$ cat src/hdl/div_pkg.sv
/*
 * Shared definitions for the iterative divider.
 * DIV_WIDTH sets the operand width of every block; the datapath adds one
 * guard bit internally. DIV_CREDITS must match the consumer's buffer depth.
 */

`default_nettype none

package div_pkg;

	localparam int unsigned DIV_WIDTH = 32;
	localparam int unsigned DIV_CREDITS = 2;

	// step counter covers DIV_WIDTH+1 calculation cycles.
	localparam int unsigned DIV_CNT_W = $clog2(DIV_WIDTH + 1);
	localparam int unsigned DIV_CREDIT_W = $clog2(DIV_CREDITS + 1);

	typedef enum logic [1:0] {
		OP_DIV  = 2'd0,
		OP_DIVU = 2'd1,
		OP_REM  = 2'd2,
		OP_REMU = 2'd3
	} div_op_e;

	typedef enum logic [5:0] {
		S_WAIT,
		S_START,
		S_NEG0,
		S_NEG1,
		S_SHIFT,
		S_CALC,
		S_REPAIR,
		S_REMAIN,
		S_QUOT
	} div_state_e;

endpackage

`default_nettype wire

$ cat src/hdl/div_controller.sv
/*
 * Sequencer for the shared-adder divider datapath.
 * Runs four setup states, DIV_WIDTH+1 non-restoring steps and three
 * finishing states; done_o pulses in the cycle after S_QUOT.
 * A zero divisor leaves the quotient unsigned, so it reads as all ones.
 */

`timescale 1ns/100ps
`default_nettype none

module div_controller import div_pkg::*; (
	input  logic       clk_i,
	input  logic       reset_i,
	input  logic       start_v_i,
	input  logic       signed_i,
	input  logic       adder_neg_i,
	input  logic       opa_neg_i,
	input  logic       opc_neg_i,
	output logic       idle_o,
	output logic       done_o,
	output logic       opa_sel_o,
	output logic       opa_ld_o,
	output logic       opa_inv_o,
	output logic       opa_clr_l_o,
	output logic [2:0] opb_sel_o,
	output logic       opb_ld_o,
	output logic       opb_inv_o,
	output logic       opb_clr_l_o,
	output logic [2:0] opc_sel_o,
	output logic       opc_ld_o,
	output logic       adder_cin_o
);

	div_state_e state_r;
	div_state_e state_n;
	logic [DIV_CNT_W-1:0] step_cnt_r;
	logic add_neg_last_r;
	logic q_neg_r;
	logic r_neg_r;
	logic neg_ld;
	logic last_step;

	assign last_step = (step_cnt_r == '0);
	assign idle_o = (state_r == S_WAIT) & ~done_o;

	always_ff @(posedge clk_i) begin
		if (reset_i) begin
			state_r <= S_WAIT;
			done_o <= 1'b0;
		end else begin
			state_r <= state_n;
			done_o <= (state_r == S_QUOT);
		end
	end

	always_ff @(posedge clk_i) begin
		if (state_r == S_SHIFT) begin
			step_cnt_r <= DIV_CNT_W'(DIV_WIDTH);
		end else if (state_r == S_CALC) begin
			step_cnt_r <= step_cnt_r - 1'b1;
		end
	end

	// sign of the previous step picks add or subtract for the next one.
	always_ff @(posedge clk_i) begin
		add_neg_last_r <= adder_neg_i;
		if (neg_ld) begin
			// in S_NEG0 the adder sign is set only for a nonzero divisor.
			q_neg_r <= (opa_neg_i ^ opc_neg_i) & signed_i & adder_neg_i;
			r_neg_r <= opc_neg_i & signed_i;
		end
	end

	always_comb begin
		state_n = S_WAIT;
		opa_sel_o = 1'b0;
		opa_ld_o = 1'b0;
		opa_inv_o = ~add_neg_last_r;
		opa_clr_l_o = 1'b1;
		opb_sel_o = 3'b001;
		opb_ld_o = 1'b1;
		opb_inv_o = 1'b0;
		opb_clr_l_o = 1'b1;
		opc_sel_o = 3'b001;
		opc_ld_o = 1'b1;
		adder_cin_o = ~add_neg_last_r;
		neg_ld = 1'b0;
		case (state_r)
			S_WAIT: begin
				state_n = start_v_i ? S_START : S_WAIT;
				opb_ld_o = 1'b0;
				opc_ld_o = 1'b0;
			end
			S_START: begin
				state_n = S_NEG0;
				opa_sel_o = 1'b1;
				opa_ld_o = 1'b1;
				opb_ld_o = 1'b0;
				opc_sel_o = 3'b100;
			end
			// negate the divisor and copy the dividend into B.
			S_NEG0: begin
				state_n = S_NEG1;
				opa_ld_o = opa_neg_i & signed_i;
				opa_inv_o = 1'b1;
				opb_sel_o = 3'b100;
				opb_clr_l_o = 1'b0;
				opc_ld_o = 1'b0;
				adder_cin_o = 1'b1;
				neg_ld = 1'b1;
			end
			S_NEG1: begin
				state_n = S_SHIFT;
				opa_clr_l_o = 1'b0;
				opb_inv_o = 1'b1;
				opb_ld_o = 1'b0;
				opc_sel_o = 3'b010;
				opc_ld_o = opc_neg_i & signed_i;
				adder_cin_o = 1'b1;
			end
			S_SHIFT: begin
				state_n = S_CALC;
				opa_clr_l_o = 1'b0;
				opb_clr_l_o = 1'b0;
				adder_cin_o = 1'b0;
			end
			S_CALC: begin
				state_n = last_step ? S_REPAIR : S_CALC;
				// the last step keeps the remainder unshifted.
				if (last_step) begin
					opb_sel_o = 3'b010;
				end
			end
			S_REPAIR: begin
				state_n = S_REMAIN;
				opa_inv_o = 1'b0;
				opb_sel_o = 3'b010;
				opb_ld_o = add_neg_last_r;
				opc_ld_o = 1'b0;
				adder_cin_o = 1'b0;
			end
			S_REMAIN: begin
				state_n = S_QUOT;
				opa_ld_o = 1'b1;
				opa_clr_l_o = 1'b0;
				opb_sel_o = 3'b100;
				opb_inv_o = r_neg_r;
				opc_ld_o = 1'b0;
				adder_cin_o = r_neg_r;
			end
			S_QUOT: begin
				state_n = S_WAIT;
				opa_clr_l_o = 1'b0;
				opb_inv_o = 1'b1;
				opb_ld_o = 1'b0;
				opc_sel_o = 3'b010;
				opc_ld_o = q_neg_r;
				adder_cin_o = 1'b1;
			end
			default: state_n = S_WAIT;
		endcase
	end

endmodule

`default_nettype wire

$ cat src/hdl/div_datapath.sv
/*
 * Shared-adder datapath of the divider.
 * A holds the divisor and later the remainder, B the partial remainder,
 * C the dividend and later the quotient. The adder and B carry one guard
 * bit. Selects are one-hot; every decision comes from the controller.
 */

`timescale 1ns/100ps
`default_nettype none

module div_datapath import div_pkg::*; (
	input  logic                 clk_i,
	input  logic [DIV_WIDTH-1:0] opa_in_i,
	input  logic [DIV_WIDTH-1:0] opc_in_i,
	input  logic                 opa_sel_i,
	input  logic                 opa_ld_i,
	input  logic                 opa_inv_i,
	input  logic                 opa_clr_l_i,
	input  logic [2:0]           opb_sel_i,
	input  logic                 opb_ld_i,
	input  logic                 opb_inv_i,
	input  logic                 opb_clr_l_i,
	input  logic [2:0]           opc_sel_i,
	input  logic                 opc_ld_i,
	input  logic                 adder_cin_i,
	output logic                 adder_neg_o,
	output logic                 opa_neg_o,
	output logic                 opc_neg_o,
	output logic [DIV_WIDTH-1:0] opa_o,
	output logic [DIV_WIDTH-1:0] opc_o
);

	localparam int unsigned XW = DIV_WIDTH + 1;

	logic [DIV_WIDTH-1:0] opa_r;
	logic [XW-1:0] opb_r;
	logic [XW-1:0] opc_r;
	logic [DIV_WIDTH-1:0] opa_mux;
	logic [XW-1:0] opb_mux;
	logic [XW-1:0] opc_mux;
	logic [XW-1:0] opa_term;
	logic [XW-1:0] opb_term;
	logic [XW-1:0] add_out;

	// A enters the adder zero-extended.
	assign opa_term = ({1'b0, opa_r} ^ {XW{opa_inv_i}}) & {XW{opa_clr_l_i}};
	assign opb_term = (opb_r ^ {XW{opb_inv_i}}) & {XW{opb_clr_l_i}};
	assign add_out = opa_term + opb_term + {{DIV_WIDTH{1'b0}}, adder_cin_i};

	assign opa_mux = opa_sel_i ? opa_in_i : add_out[DIV_WIDTH-1:0];

	// 100 copies C, 010 takes the sum, 001 shifts the next dividend bit in.
	assign opb_mux = ({XW{opb_sel_i[2]}} & opc_r) |
		({XW{opb_sel_i[1]}} & add_out) |
		({XW{opb_sel_i[0]}} & {add_out[DIV_WIDTH-1:0], opc_r[DIV_WIDTH]});

	// the shift path feeds in the inverted adder sign as a quotient bit.
	assign opc_mux = ({XW{opc_sel_i[2]}} & {1'b0, opc_in_i}) |
		({XW{opc_sel_i[1]}} & {1'b0, add_out[DIV_WIDTH-1:0]}) |
		({XW{opc_sel_i[0]}} & {opc_r[DIV_WIDTH-1:0], ~add_out[DIV_WIDTH]});

	always_ff @(posedge clk_i) begin
		if (opa_ld_i) begin
			opa_r <= opa_mux;
		end
		if (opb_ld_i) begin
			opb_r <= opb_mux;
		end
		if (opc_ld_i) begin
			opc_r <= opc_mux;
		end
	end

	assign adder_neg_o = add_out[DIV_WIDTH];
	assign opa_neg_o = opa_r[DIV_WIDTH-1];
	assign opc_neg_o = opc_r[DIV_WIDTH-1];
	assign opa_o = opa_r;
	assign opc_o = opc_r[DIV_WIDTH-1:0];

endmodule

`default_nettype wire

$ cat src/hdl/div_op_decode.sv
/*
 * Request side of the divider.
 * Ready needs an idle controller and a free output credit.
 * Operands and flags are held from acceptance until the next request.
 */

`timescale 1ns/100ps
`default_nettype none

module div_op_decode import div_pkg::*; (
	input  logic                 clk_i,
	input  logic                 reset_i,
	input  logic                 req_v_i,
	input  div_op_e              req_op_i,
	input  logic [DIV_WIDTH-1:0] req_a_i,
	input  logic [DIV_WIDTH-1:0] req_b_i,
	output logic                 req_ready_o,
	input  logic                 idle_i,
	input  logic                 credit_ok_i,
	output logic                 start_v_o,
	output logic                 signed_o,
	output logic                 want_rem_o,
	output logic [DIV_WIDTH-1:0] opa_in_o,
	output logic [DIV_WIDTH-1:0] opc_in_o
);

	logic op_signed;
	logic op_rem;

	assign req_ready_o = idle_i & credit_ok_i;
	assign start_v_o = req_v_i & req_ready_o;

	always_comb begin
		op_signed = 1'b0;
		op_rem = 1'b0;
		case (req_op_i)
			OP_DIV: op_signed = 1'b1;
			OP_REM: begin
				op_signed = 1'b1;
				op_rem = 1'b1;
			end
			OP_REMU: op_rem = 1'b1;
			default: op_signed = 1'b0;
		endcase
	end

	always_ff @(posedge clk_i) begin
		if (reset_i) begin
			signed_o <= 1'b0;
			want_rem_o <= 1'b0;
		end else if (start_v_o) begin
			signed_o <= op_signed;
			want_rem_o <= op_rem;
		end
	end

	// register A takes the divisor, register C the dividend.
	always_ff @(posedge clk_i) begin
		if (start_v_o) begin
			opa_in_o <= req_b_i;
			opc_in_o <= req_a_i;
		end
	end

endmodule

`default_nettype wire

$ cat src/hdl/div_result.sv
/*
 * Result register and output credit counter.
 * res_v_o lasts one cycle and the consumer must take the result then.
 * Each credit_i pulse returns one slot; the count starts at DIV_CREDITS.
 */

`timescale 1ns/100ps
`default_nettype none

module div_result import div_pkg::*; (
	input  logic                 clk_i,
	input  logic                 reset_i,
	input  logic                 done_i,
	input  logic                 want_rem_i,
	input  logic [DIV_WIDTH-1:0] quot_i,
	input  logic [DIV_WIDTH-1:0] rem_i,
	input  logic                 credit_i,
	output logic                 credit_ok_o,
	output logic                 res_v_o,
	output logic [DIV_WIDTH-1:0] res_data_o
);

	logic [DIV_CREDIT_W-1:0] credit_cnt_r;

	// no new request while a result is still leaving.
	assign credit_ok_o = (credit_cnt_r != '0) & ~res_v_o;

	always_ff @(posedge clk_i) begin
		if (reset_i) begin
			res_v_o <= 1'b0;
		end else begin
			res_v_o <= done_i;
		end
	end

	always_ff @(posedge clk_i) begin
		if (done_i) begin
			res_data_o <= want_rem_i ? rem_i : quot_i;
		end
	end

	always_ff @(posedge clk_i) begin
		if (reset_i) begin
			credit_cnt_r <= DIV_CREDIT_W'(DIV_CREDITS);
		end else begin
			case ({res_v_o, credit_i})
				2'b10: credit_cnt_r <= credit_cnt_r - 1'b1;
				2'b01: credit_cnt_r <= credit_cnt_r + 1'b1;
				default: credit_cnt_r <= credit_cnt_r;
			endcase
		end
	end

endmodule

`default_nettype wire

$ cat src/hdl/div_unit.sv
/*
 * Iterative 32-bit divider, one division in flight.
 * A result appears DIV_WIDTH+9 cycles after its request is accepted.
 */

`timescale 1ns/100ps
`default_nettype none

module div_unit import div_pkg::*; (
	input  logic                 clk_i,
	input  logic                 reset_i,
	input  logic                 req_v_i,
	input  div_op_e              req_op_i,
	input  logic [DIV_WIDTH-1:0] req_a_i,
	input  logic [DIV_WIDTH-1:0] req_b_i,
	output logic                 req_ready_o,
	output logic                 res_v_o,
	output logic [DIV_WIDTH-1:0] res_data_o,
	input  logic                 credit_i
);

	logic idle;
	logic credit_ok;
	logic start_v;
	logic signed_div;
	logic want_rem;
	logic done;
	logic [DIV_WIDTH-1:0] opa_in;
	logic [DIV_WIDTH-1:0] opc_in;
	logic [DIV_WIDTH-1:0] opa;
	logic [DIV_WIDTH-1:0] opc;
	logic adder_neg;
	logic opa_neg;
	logic opc_neg;
	logic opa_sel;
	logic opa_ld;
	logic opa_inv;
	logic opa_clr_l;
	logic [2:0] opb_sel;
	logic opb_ld;
	logic opb_inv;
	logic opb_clr_l;
	logic [2:0] opc_sel;
	logic opc_ld;
	logic adder_cin;

	div_op_decode decode0 (
		.clk_i(clk_i), .reset_i(reset_i),
		.req_v_i(req_v_i), .req_op_i(req_op_i),
		.req_a_i(req_a_i), .req_b_i(req_b_i),
		.req_ready_o(req_ready_o),
		.idle_i(idle), .credit_ok_i(credit_ok),
		.start_v_o(start_v), .signed_o(signed_div), .want_rem_o(want_rem),
		.opa_in_o(opa_in), .opc_in_o(opc_in)
	);

	div_controller ctrl0 (
		.clk_i(clk_i), .reset_i(reset_i),
		.start_v_i(start_v), .signed_i(signed_div),
		.adder_neg_i(adder_neg), .opa_neg_i(opa_neg), .opc_neg_i(opc_neg),
		.idle_o(idle), .done_o(done),
		.opa_sel_o(opa_sel), .opa_ld_o(opa_ld),
		.opa_inv_o(opa_inv), .opa_clr_l_o(opa_clr_l),
		.opb_sel_o(opb_sel), .opb_ld_o(opb_ld),
		.opb_inv_o(opb_inv), .opb_clr_l_o(opb_clr_l),
		.opc_sel_o(opc_sel), .opc_ld_o(opc_ld),
		.adder_cin_o(adder_cin)
	);

	div_datapath dpath0 (
		.clk_i(clk_i),
		.opa_in_i(opa_in), .opc_in_i(opc_in),
		.opa_sel_i(opa_sel), .opa_ld_i(opa_ld),
		.opa_inv_i(opa_inv), .opa_clr_l_i(opa_clr_l),
		.opb_sel_i(opb_sel), .opb_ld_i(opb_ld),
		.opb_inv_i(opb_inv), .opb_clr_l_i(opb_clr_l),
		.opc_sel_i(opc_sel), .opc_ld_i(opc_ld),
		.adder_cin_i(adder_cin),
		.adder_neg_o(adder_neg), .opa_neg_o(opa_neg), .opc_neg_o(opc_neg),
		.opa_o(opa), .opc_o(opc)
	);

	div_result result0 (
		.clk_i(clk_i), .reset_i(reset_i),
		.done_i(done), .want_rem_i(want_rem),
		.quot_i(opc), .rem_i(opa),
		.credit_i(credit_i), .credit_ok_o(credit_ok),
		.res_v_o(res_v_o), .res_data_o(res_data_o)
	);

endmodule

`default_nettype wire

$ cat config.mk
export PLATFORM = sky130hd
export DESIGN_NAME = div_unit
export DESIGN_NICKNAME = d
export VERILOG_FILES = /design/src/hdl/div_pkg.sv /design/src/hdl/div_controller.sv /design/src/hdl/div_datapath.sv /design/src/hdl/div_op_decode.sv /design/src/hdl/div_result.sv /design/src/hdl/div_unit.sv
export SDC_FILE = /design/constraint.sdc
export NUM_CORES = 1
export LEC_CHECK = 0
export BUFFER_PORTS_ARGS = -buffer_cell sky130_fd_sc_hd__buf_4
export CORE_UTILIZATION = 55
export CTS_BUF_LIST = sky130_fd_sc_hd__clkbuf_8
export CTS_CLUSTER_SIZE = 8
export DETAILED_ROUTE_END_ITERATION = 8
export HOLD_SLACK_MARGIN = 0.12
export PLACE_DENSITY_LB_ADDON = 0.3
export SLEW_MARGIN = 0
export SYNTH_ARGS = -nofsm -noshare
export SYNTH_HDL_FRONTEND = slang
export SYNTH_HIERARCHICAL = 1
export SYNTH_SLANG_ARGS = --single-unit
$ cat constraint.sdc
create_clock -name clk_i -period 4.59 [get_ports clk_i]
set_input_delay 0.2295 -clock clk_i [delete_from_list [all_inputs] [get_ports clk_i]]
set_output_delay 0.2295 -clock clk_i [all_outputs]
set_load 0.02 [all_outputs]
# Yosys cells after proc, flatten, opt, wreduce, memory -nomap -nowiden
# Cells that the tools add are included.
word_totals:
  ff_bits: 215
  elab_cells: 97
  in_bits: 70
  output_inout_bits: 34
op_classes:
  bitwise: 27
  mux: 21
  n_eq_ne: 12
  reduce_logical: 16
  add_sub_neg: 5
ops:
  columns: ["op", "n"]
  rows:
  - ["33-bit bitwise AND", 6]
  - ["33-bit bitwise OR", 4]
  - ["33-bit by 32-bit bitwise AND with 33-bit output", 2]
  - ["32-bit two-way mux", 2]
  - ["6-bit case mux with 8 select lines", 1]
  - ["33-bit by 1-bit adder with 33-bit output", 1]
  - ["33-bit adder", 1]
  - ["32-bit by 33-bit XOR with 33-bit output", 1]
  - ["33-bit XOR", 1]
  - ["6-bit by 3-bit == test with 1-bit output, second input constant", 4]
  - ["2-bit OR reduction", 7]
  - ["6-bit by 2-bit == test with 1-bit output, second input constant", 2]
  - ["6-bit logical NOT", 2]
  - ["4-bit OR reduction", 3]
  - ["3-bit case mux with 3 select lines", 1]
  - ["1-bit bitwise AND", 8]
  - ["1-bit case mux with 2 select lines", 4]
  - ["1-bit two-way mux", 7]
  - ["2-bit == test, second input constant", 3]
  - ["6-bit by 1-bit == test with 1-bit output, second input constant", 1]
  - ["6-bit by 4-bit == test with 1-bit output, second input constant", 1]
  - ["1-bit case mux with 3 select lines", 2]
  - ["3-bit case mux with 2 select lines", 1]
  - ["6-bit by 1-bit subtractor with 6-bit output, second input constant", 1]
  - ["other kinds (10)", 15]

# Longest topological paths before layout
depth:
  depth_word: 10
  ltp_mapped: 19
  depth_no_buf: 15

# Cells and area by module
# Netlist, hierarchy kept.
by_module_without_submodules:
  columns: ["module", "cells_per_inst", "n_inst", "seq_area_each_um2", "area_each_um2"]
  rows:
  - ["div_datapath", 741, 1, 2942.8, 7464.7]
  - ["div_op_decode", 73, 1, 1961.9, 2021.9]
  - ["div_result", 82, 1, 1021.0, 1471.4]
  - ["div_controller", 116, 1, 300.3, 913.4]

# Worst setup path after synthesis
# Ideal clock, no wire load.
synth_path:
  kind: "register to register"
  start: "reg ctrl0.state_r[0]"
  end: "reg dpath0.opb_r[28] (data pin)"
  path_stages_with_launch: 19
  setup_ns: 0.261
  path_buffers: 3
  required_ns: 4.329
  synth_period_minus_slack_ns: 4.537
  arrival_ns: 4.276
  path_slack_ns: 0.053
  path_cell_list: "dfxtp_1 -> clkbuf_1 -> nand2b_1 -> nor2_1 -> mux2i_1 -> clkbuf_1 -> buf_1 -> xor2_1 -> and2_1 -> fa_1 -> fa_1 -> a21oi_1 -> nand3b_1 -> a21oi_1 -> o2111a_1 -> o221ai_2 -> o21ai_2 -> xor2_1 -> a221o_1"
synth_via:
  elab_cells_between_ends: 30
  cone_classes: "add/sub: 2; eq/ne: 7; mux: 6; bitwise: 9; reduce/logical: 6"
synth_rtl:
  columns: ["element", "line_no", "source"]
  rows:
  - ["from (decl)", "div_controller.sv:34", "div_state_e state_r;"]
  - ["from (signal assigned)", "div_controller.sv:51", "state_r <= state_n;"]
  - ["6-bit by 3-bit == test with 1-bit output or 6-bit by 2-bit == test with 1-bit output (tied branches)", "div_controller.sv:88", "case (state_r)"]
  - ["1-bit case mux with 2 select lines *", "div_controller.sv:88", null]
  - ["named net opa_inv", "div_unit.sv:37", "logic opa_inv;"]
  - ["32-bit by 33-bit XOR with 33-bit output *", "div_datapath.sv:46", "assign opa_term = ({1'b0, opa_r} ^ {XW{opa_inv_i}}) & {XW{opa_clr_l_i}};"]
  - ["33-bit bitwise AND *", "div_datapath.sv:46", null]
  - ["33-bit adder *", "div_datapath.sv:48", "assign add_out = opa_term + opb_term + {{DIV_WIDTH{1'b0}}, adder_cin_i};"]
  - ["33-bit by 1-bit adder with 33-bit output *", "div_datapath.sv:48", null]
  - ["33-bit bitwise AND", "div_datapath.sv:54", "({XW{opb_sel_i[1]}} & add_out) |"]
  - ["33-bit bitwise OR", "div_datapath.sv:53", "assign opb_mux = ({XW{opb_sel_i[2]}} & opc_r) |"]
  - ["33-bit bitwise OR *", "div_datapath.sv:54", null]
  - ["named net dpath0.opb_mux[28]", "div_datapath.sv:39", "logic [XW-1:0] opb_mux;"]
  - ["to (signal assigned)", "div_datapath.sv:67", "opb_r <= opb_mux;"]
  - ["to (decl)", "div_datapath.sv:36", "logic [XW-1:0] opb_r;"]
# Mark *: on every way through the listed nets, which the timed path passes. The rest lies on a longest branch.
# A chain may end at the register's enable or synchronous reset.

# Worst setup path after layout
layout_path:
  start: "reg ctrl0.state_r[1]"
  end: "reg dpath0.opb_r[22] (data pin)"
# The elaborated chain is that of the path after synthesis.

==> flow_summary_export.csv <==
group,metric,value,unit
clock_tree,clk_pin_slew,0.06,ns
worst_setup_path,cp.arrival,4.59,ns
logic_synthesis,synth_cells,1012,
global_routing,grt_pass1_vias,8486,
global_routing,grt_max_degree,73,
logic_synthesis,synth_seq_area_share,52.4,%
sta,slew_headroom,16.8,%
worst_setup_path,worstPathMaxFanout,32,
worst_setup_path,r2r_cells,15,
cells_and_area,drive_above_1_share,22.7,%
place,port_buffers,103,
clock_tree,cts_buffers,38,
flow_run,max-cap-violations,0,
sta,setup_viol,0,
sta,hold_viol_final,0,
global_routing,antenna_found_initial,0,
sta,fin_crit,4.32,ns
drt,wl_met1,12.8,mm
clock_tree,root_buffer,"clkbuf_8",
floorplan,die_y,149,um
clock_tree,cts_htree_levels,2,
sta,max_freq,0.231,GHz
floorplan,io_pins,104,
floorplan,die-width,149,um
worst_setup_path,worstPathRequired,4.86,ns
drt,drtAntennaViolNets,0,
global_routing,grt_pass1_wl,45.4,mm
logic_synthesis,synth_area_per_cell,11.7,um2
drt,drc,0,
cells_and_area,diodes,0,
sta,tns,0,ns
logic_synthesis,yosysUniqueCellTypes,77,
clock_tree,cts_sinks,213,
sta,setup_ws,0.268,ns
worst_setup_path,path_cells,"nand2b_1, nor2_2, mux2i_4, buf_12, xor2_1, and2_1, ha_1, and4_1, or4b_1, nand2_1, o21a_1, o22a_1, mux2i_2, a21oi_1, a221o_1",
clock_tree,cts_tree,"yes",
drt,wl_per_cell,20.1,um
cells_and_area,final_cell_mix,"edfxtp_1 (196), buf_4 (126), xor2_1 (79)",
outcome,status,"finished, final reports clean",
worst_hold_path,whs_path_depth,4,
sta,final.period_utilization,94.2,%
drt,viasPerCell,5.85,
place,pre_cts_ws,0.0867,ns
place,dp_hpwl,18.2,mm
sta,rsz0062_at_grt,"no",
place,dpl_cell_area,12800,um2
worst_setup_path,crit_slowest_cell,"dfxtp_1",
floorplan,rows,53,
logic_synthesis,synth_flop_cell,"edfxtp_1",
drt,totalWireLength,29.3,mm
logic_synthesis,syn_nets,1118,
drt,dr.pass1.iters,8,
cells_and_area,area_growth,20.2,%
floorplan,start_util,56.3,%
place,gp_congestion,0.872,
logic_synthesis,syn_area,11900,um2
global_routing,track_usage,26.7,%
logic_synthesis,synth_area_leaders,"edfxtp_1 (50%), xor2_1 (5.9%), mux2_2 (5.1%), and2_1 (3.8%), ha_1 (3.6%)",
logic_synthesis,ys_seq_elements,213,
logic_synthesis,synthArstFlopShare,0,%
worst_setup_path,cp-start-kind,"register",
logic_synthesis,yosysTopAreaCellShare,49.6,%
worst_setup_path,max_stage_delay,0.44,ns
floorplan,core,21100,um2
logic_synthesis,yosysTopAreaCell,"edfxtp_1",
global_routing,grt.overflow.total,0,
worst_setup_path,critical_path_class,"register to register",
drt,wl_met2,13.9,mm
drt,drt_iter0_markers,664,
clock_tree,clk_latency,0.53,ns
clock_tree,cts_buffer_depth,3,
sta,fin_skew,0.0205,ns
logic_synthesis,ys_warn_count,6,
floorplan,die-area,22200,um2
sta,slew_viol_final,0,
worst_hold_path,holdCritPathClass,"input port to register",
cells_and_area,stdcell_area,14300,um2
drt,dr_wl_met3,1.67,mm
logic_synthesis,synth_edf_count,196,
drt,routed.top_layer,"met4",
cells_and_area,finalNetCount,1263,
cells_and_area,final_common_cell,"edfxtp_1",
drt,vias,8540,
worst_setup_path,endpoint_kind,"register",
sta,tightest_slew,1.24,ns
## repair_timing
action,in CTS,in global routing
hold endpoints to repair,74,0
gates resized for setup,0,7
hold buffers,69,0
buffers inserted,0,1
setup endpoints to repair,0,26
## state kept, by name, indices dropped and copies added, names as in the netlist
name	count
dpath0/opa_o	32
result0/credit_cnt_r	2
result0/res_v_o	1
ctrl0/done_o	1
decode0/opa_in_o	32
decode0/want_rem_o	1
dpath0/opc_r	33
ctrl0/state_r	4
ctrl0/add_neg_last_r	1
ctrl0/q_neg_r	1
decode0/opc_in_o	32
result0/res_data_o	32
decode0/signed_o	1
dpath0/opb_r	33
ctrl0/step_cnt_r	6
ctrl0/r_neg_r	1
## per-layer routing
layer  track usage [%]  vias to the layer above
met3              4.16                       64
met5                 0                        -
met4              9.69                        0
li1                  -                     4034
met1              35.7                     4134
met2              44.1                      308
## through the flow
step	utilization (%)	instances	hold slack (ns)
after CTS	67.5	1458	0.229
final	67.7	1459	0.267
after floorplan	-	1012	0.294
after global placement	60.6	1322	0.408
after detailed placement	60.6	1322	0.409
after global routing	67.7	1459	0.281
## cell type report
class / instances / area [um2]
fillers: 1594 / 6810
multi-input cells: 657 / 5060
well taps: 275 / 344
repair buffers: 198 / 1700
clock buffers: 45 / 619
inverters: 49 / 184
flip-flops and latches: 213 / 6230
clock inverters: 22 / 144
## cells in the mapped netlist, drive strengths merged, types with 18 or more instances
cell type,n
edfxtp,196
xor2,80
and2,74
mux2,56
buf,51
inv,49
a21oi,44
nand2,44
clkbuf,42
nor2,37
o21ai,35
a222oi,34
ha,34
a21o,22
nor3,21
xnor2,18
## critical path: cells and delay by family, from the launching register on
family,cells,cell delay [ns]
AO/OA/AOI/OAI,4,0.87
AND/OR/NAND/NOR,6,1.35
adder cells (fa/ha/maj),1,0.40
XOR/XNOR,1,0.10
buffers and inverters,1,0.26
flip-flops,1,0.44
multiplexers,2,0.62
## path summary, 6_finish.rpt
path / startpoint / endpoint / slack [ns]
worst max-delay path: ctrl0/state_r[1] / dpath0/opb_r[22] / 0.27
worst min-delay path: credit_i / result0/credit_cnt_r[1] / 0.27
worst max register to register: ctrl0/state_r[1] / dpath0/opb_r[22] / 0.27
worst min register to register: ctrl0/step_cnt_r[0] / ctrl0/step_cnt_r[0] / 0.47
## kinds of logic (layout without fill, tap and decap cells)
| kind of cell | Yosys count | in the layout | synth area share [%] |
|---|---|---|---|
| simple gates | 240 | 240 | 11.1 |
| compound gates | 223 | 223 | 13.9 |
| flops | 213 | 213 | 52.4 |
| buf+inv | 142 | 314 | 5.73 |
| xor+xnor | 98 | 98 | 7.23 |
| mux | 60 | 60 | 5.65 |
| fa+ha+maj | 36 | 36 | 3.92 |
Power is left out: the tool's default activity adds up to more than one toggle a clock period on the data nets, which glitch-free logic cannot reach.
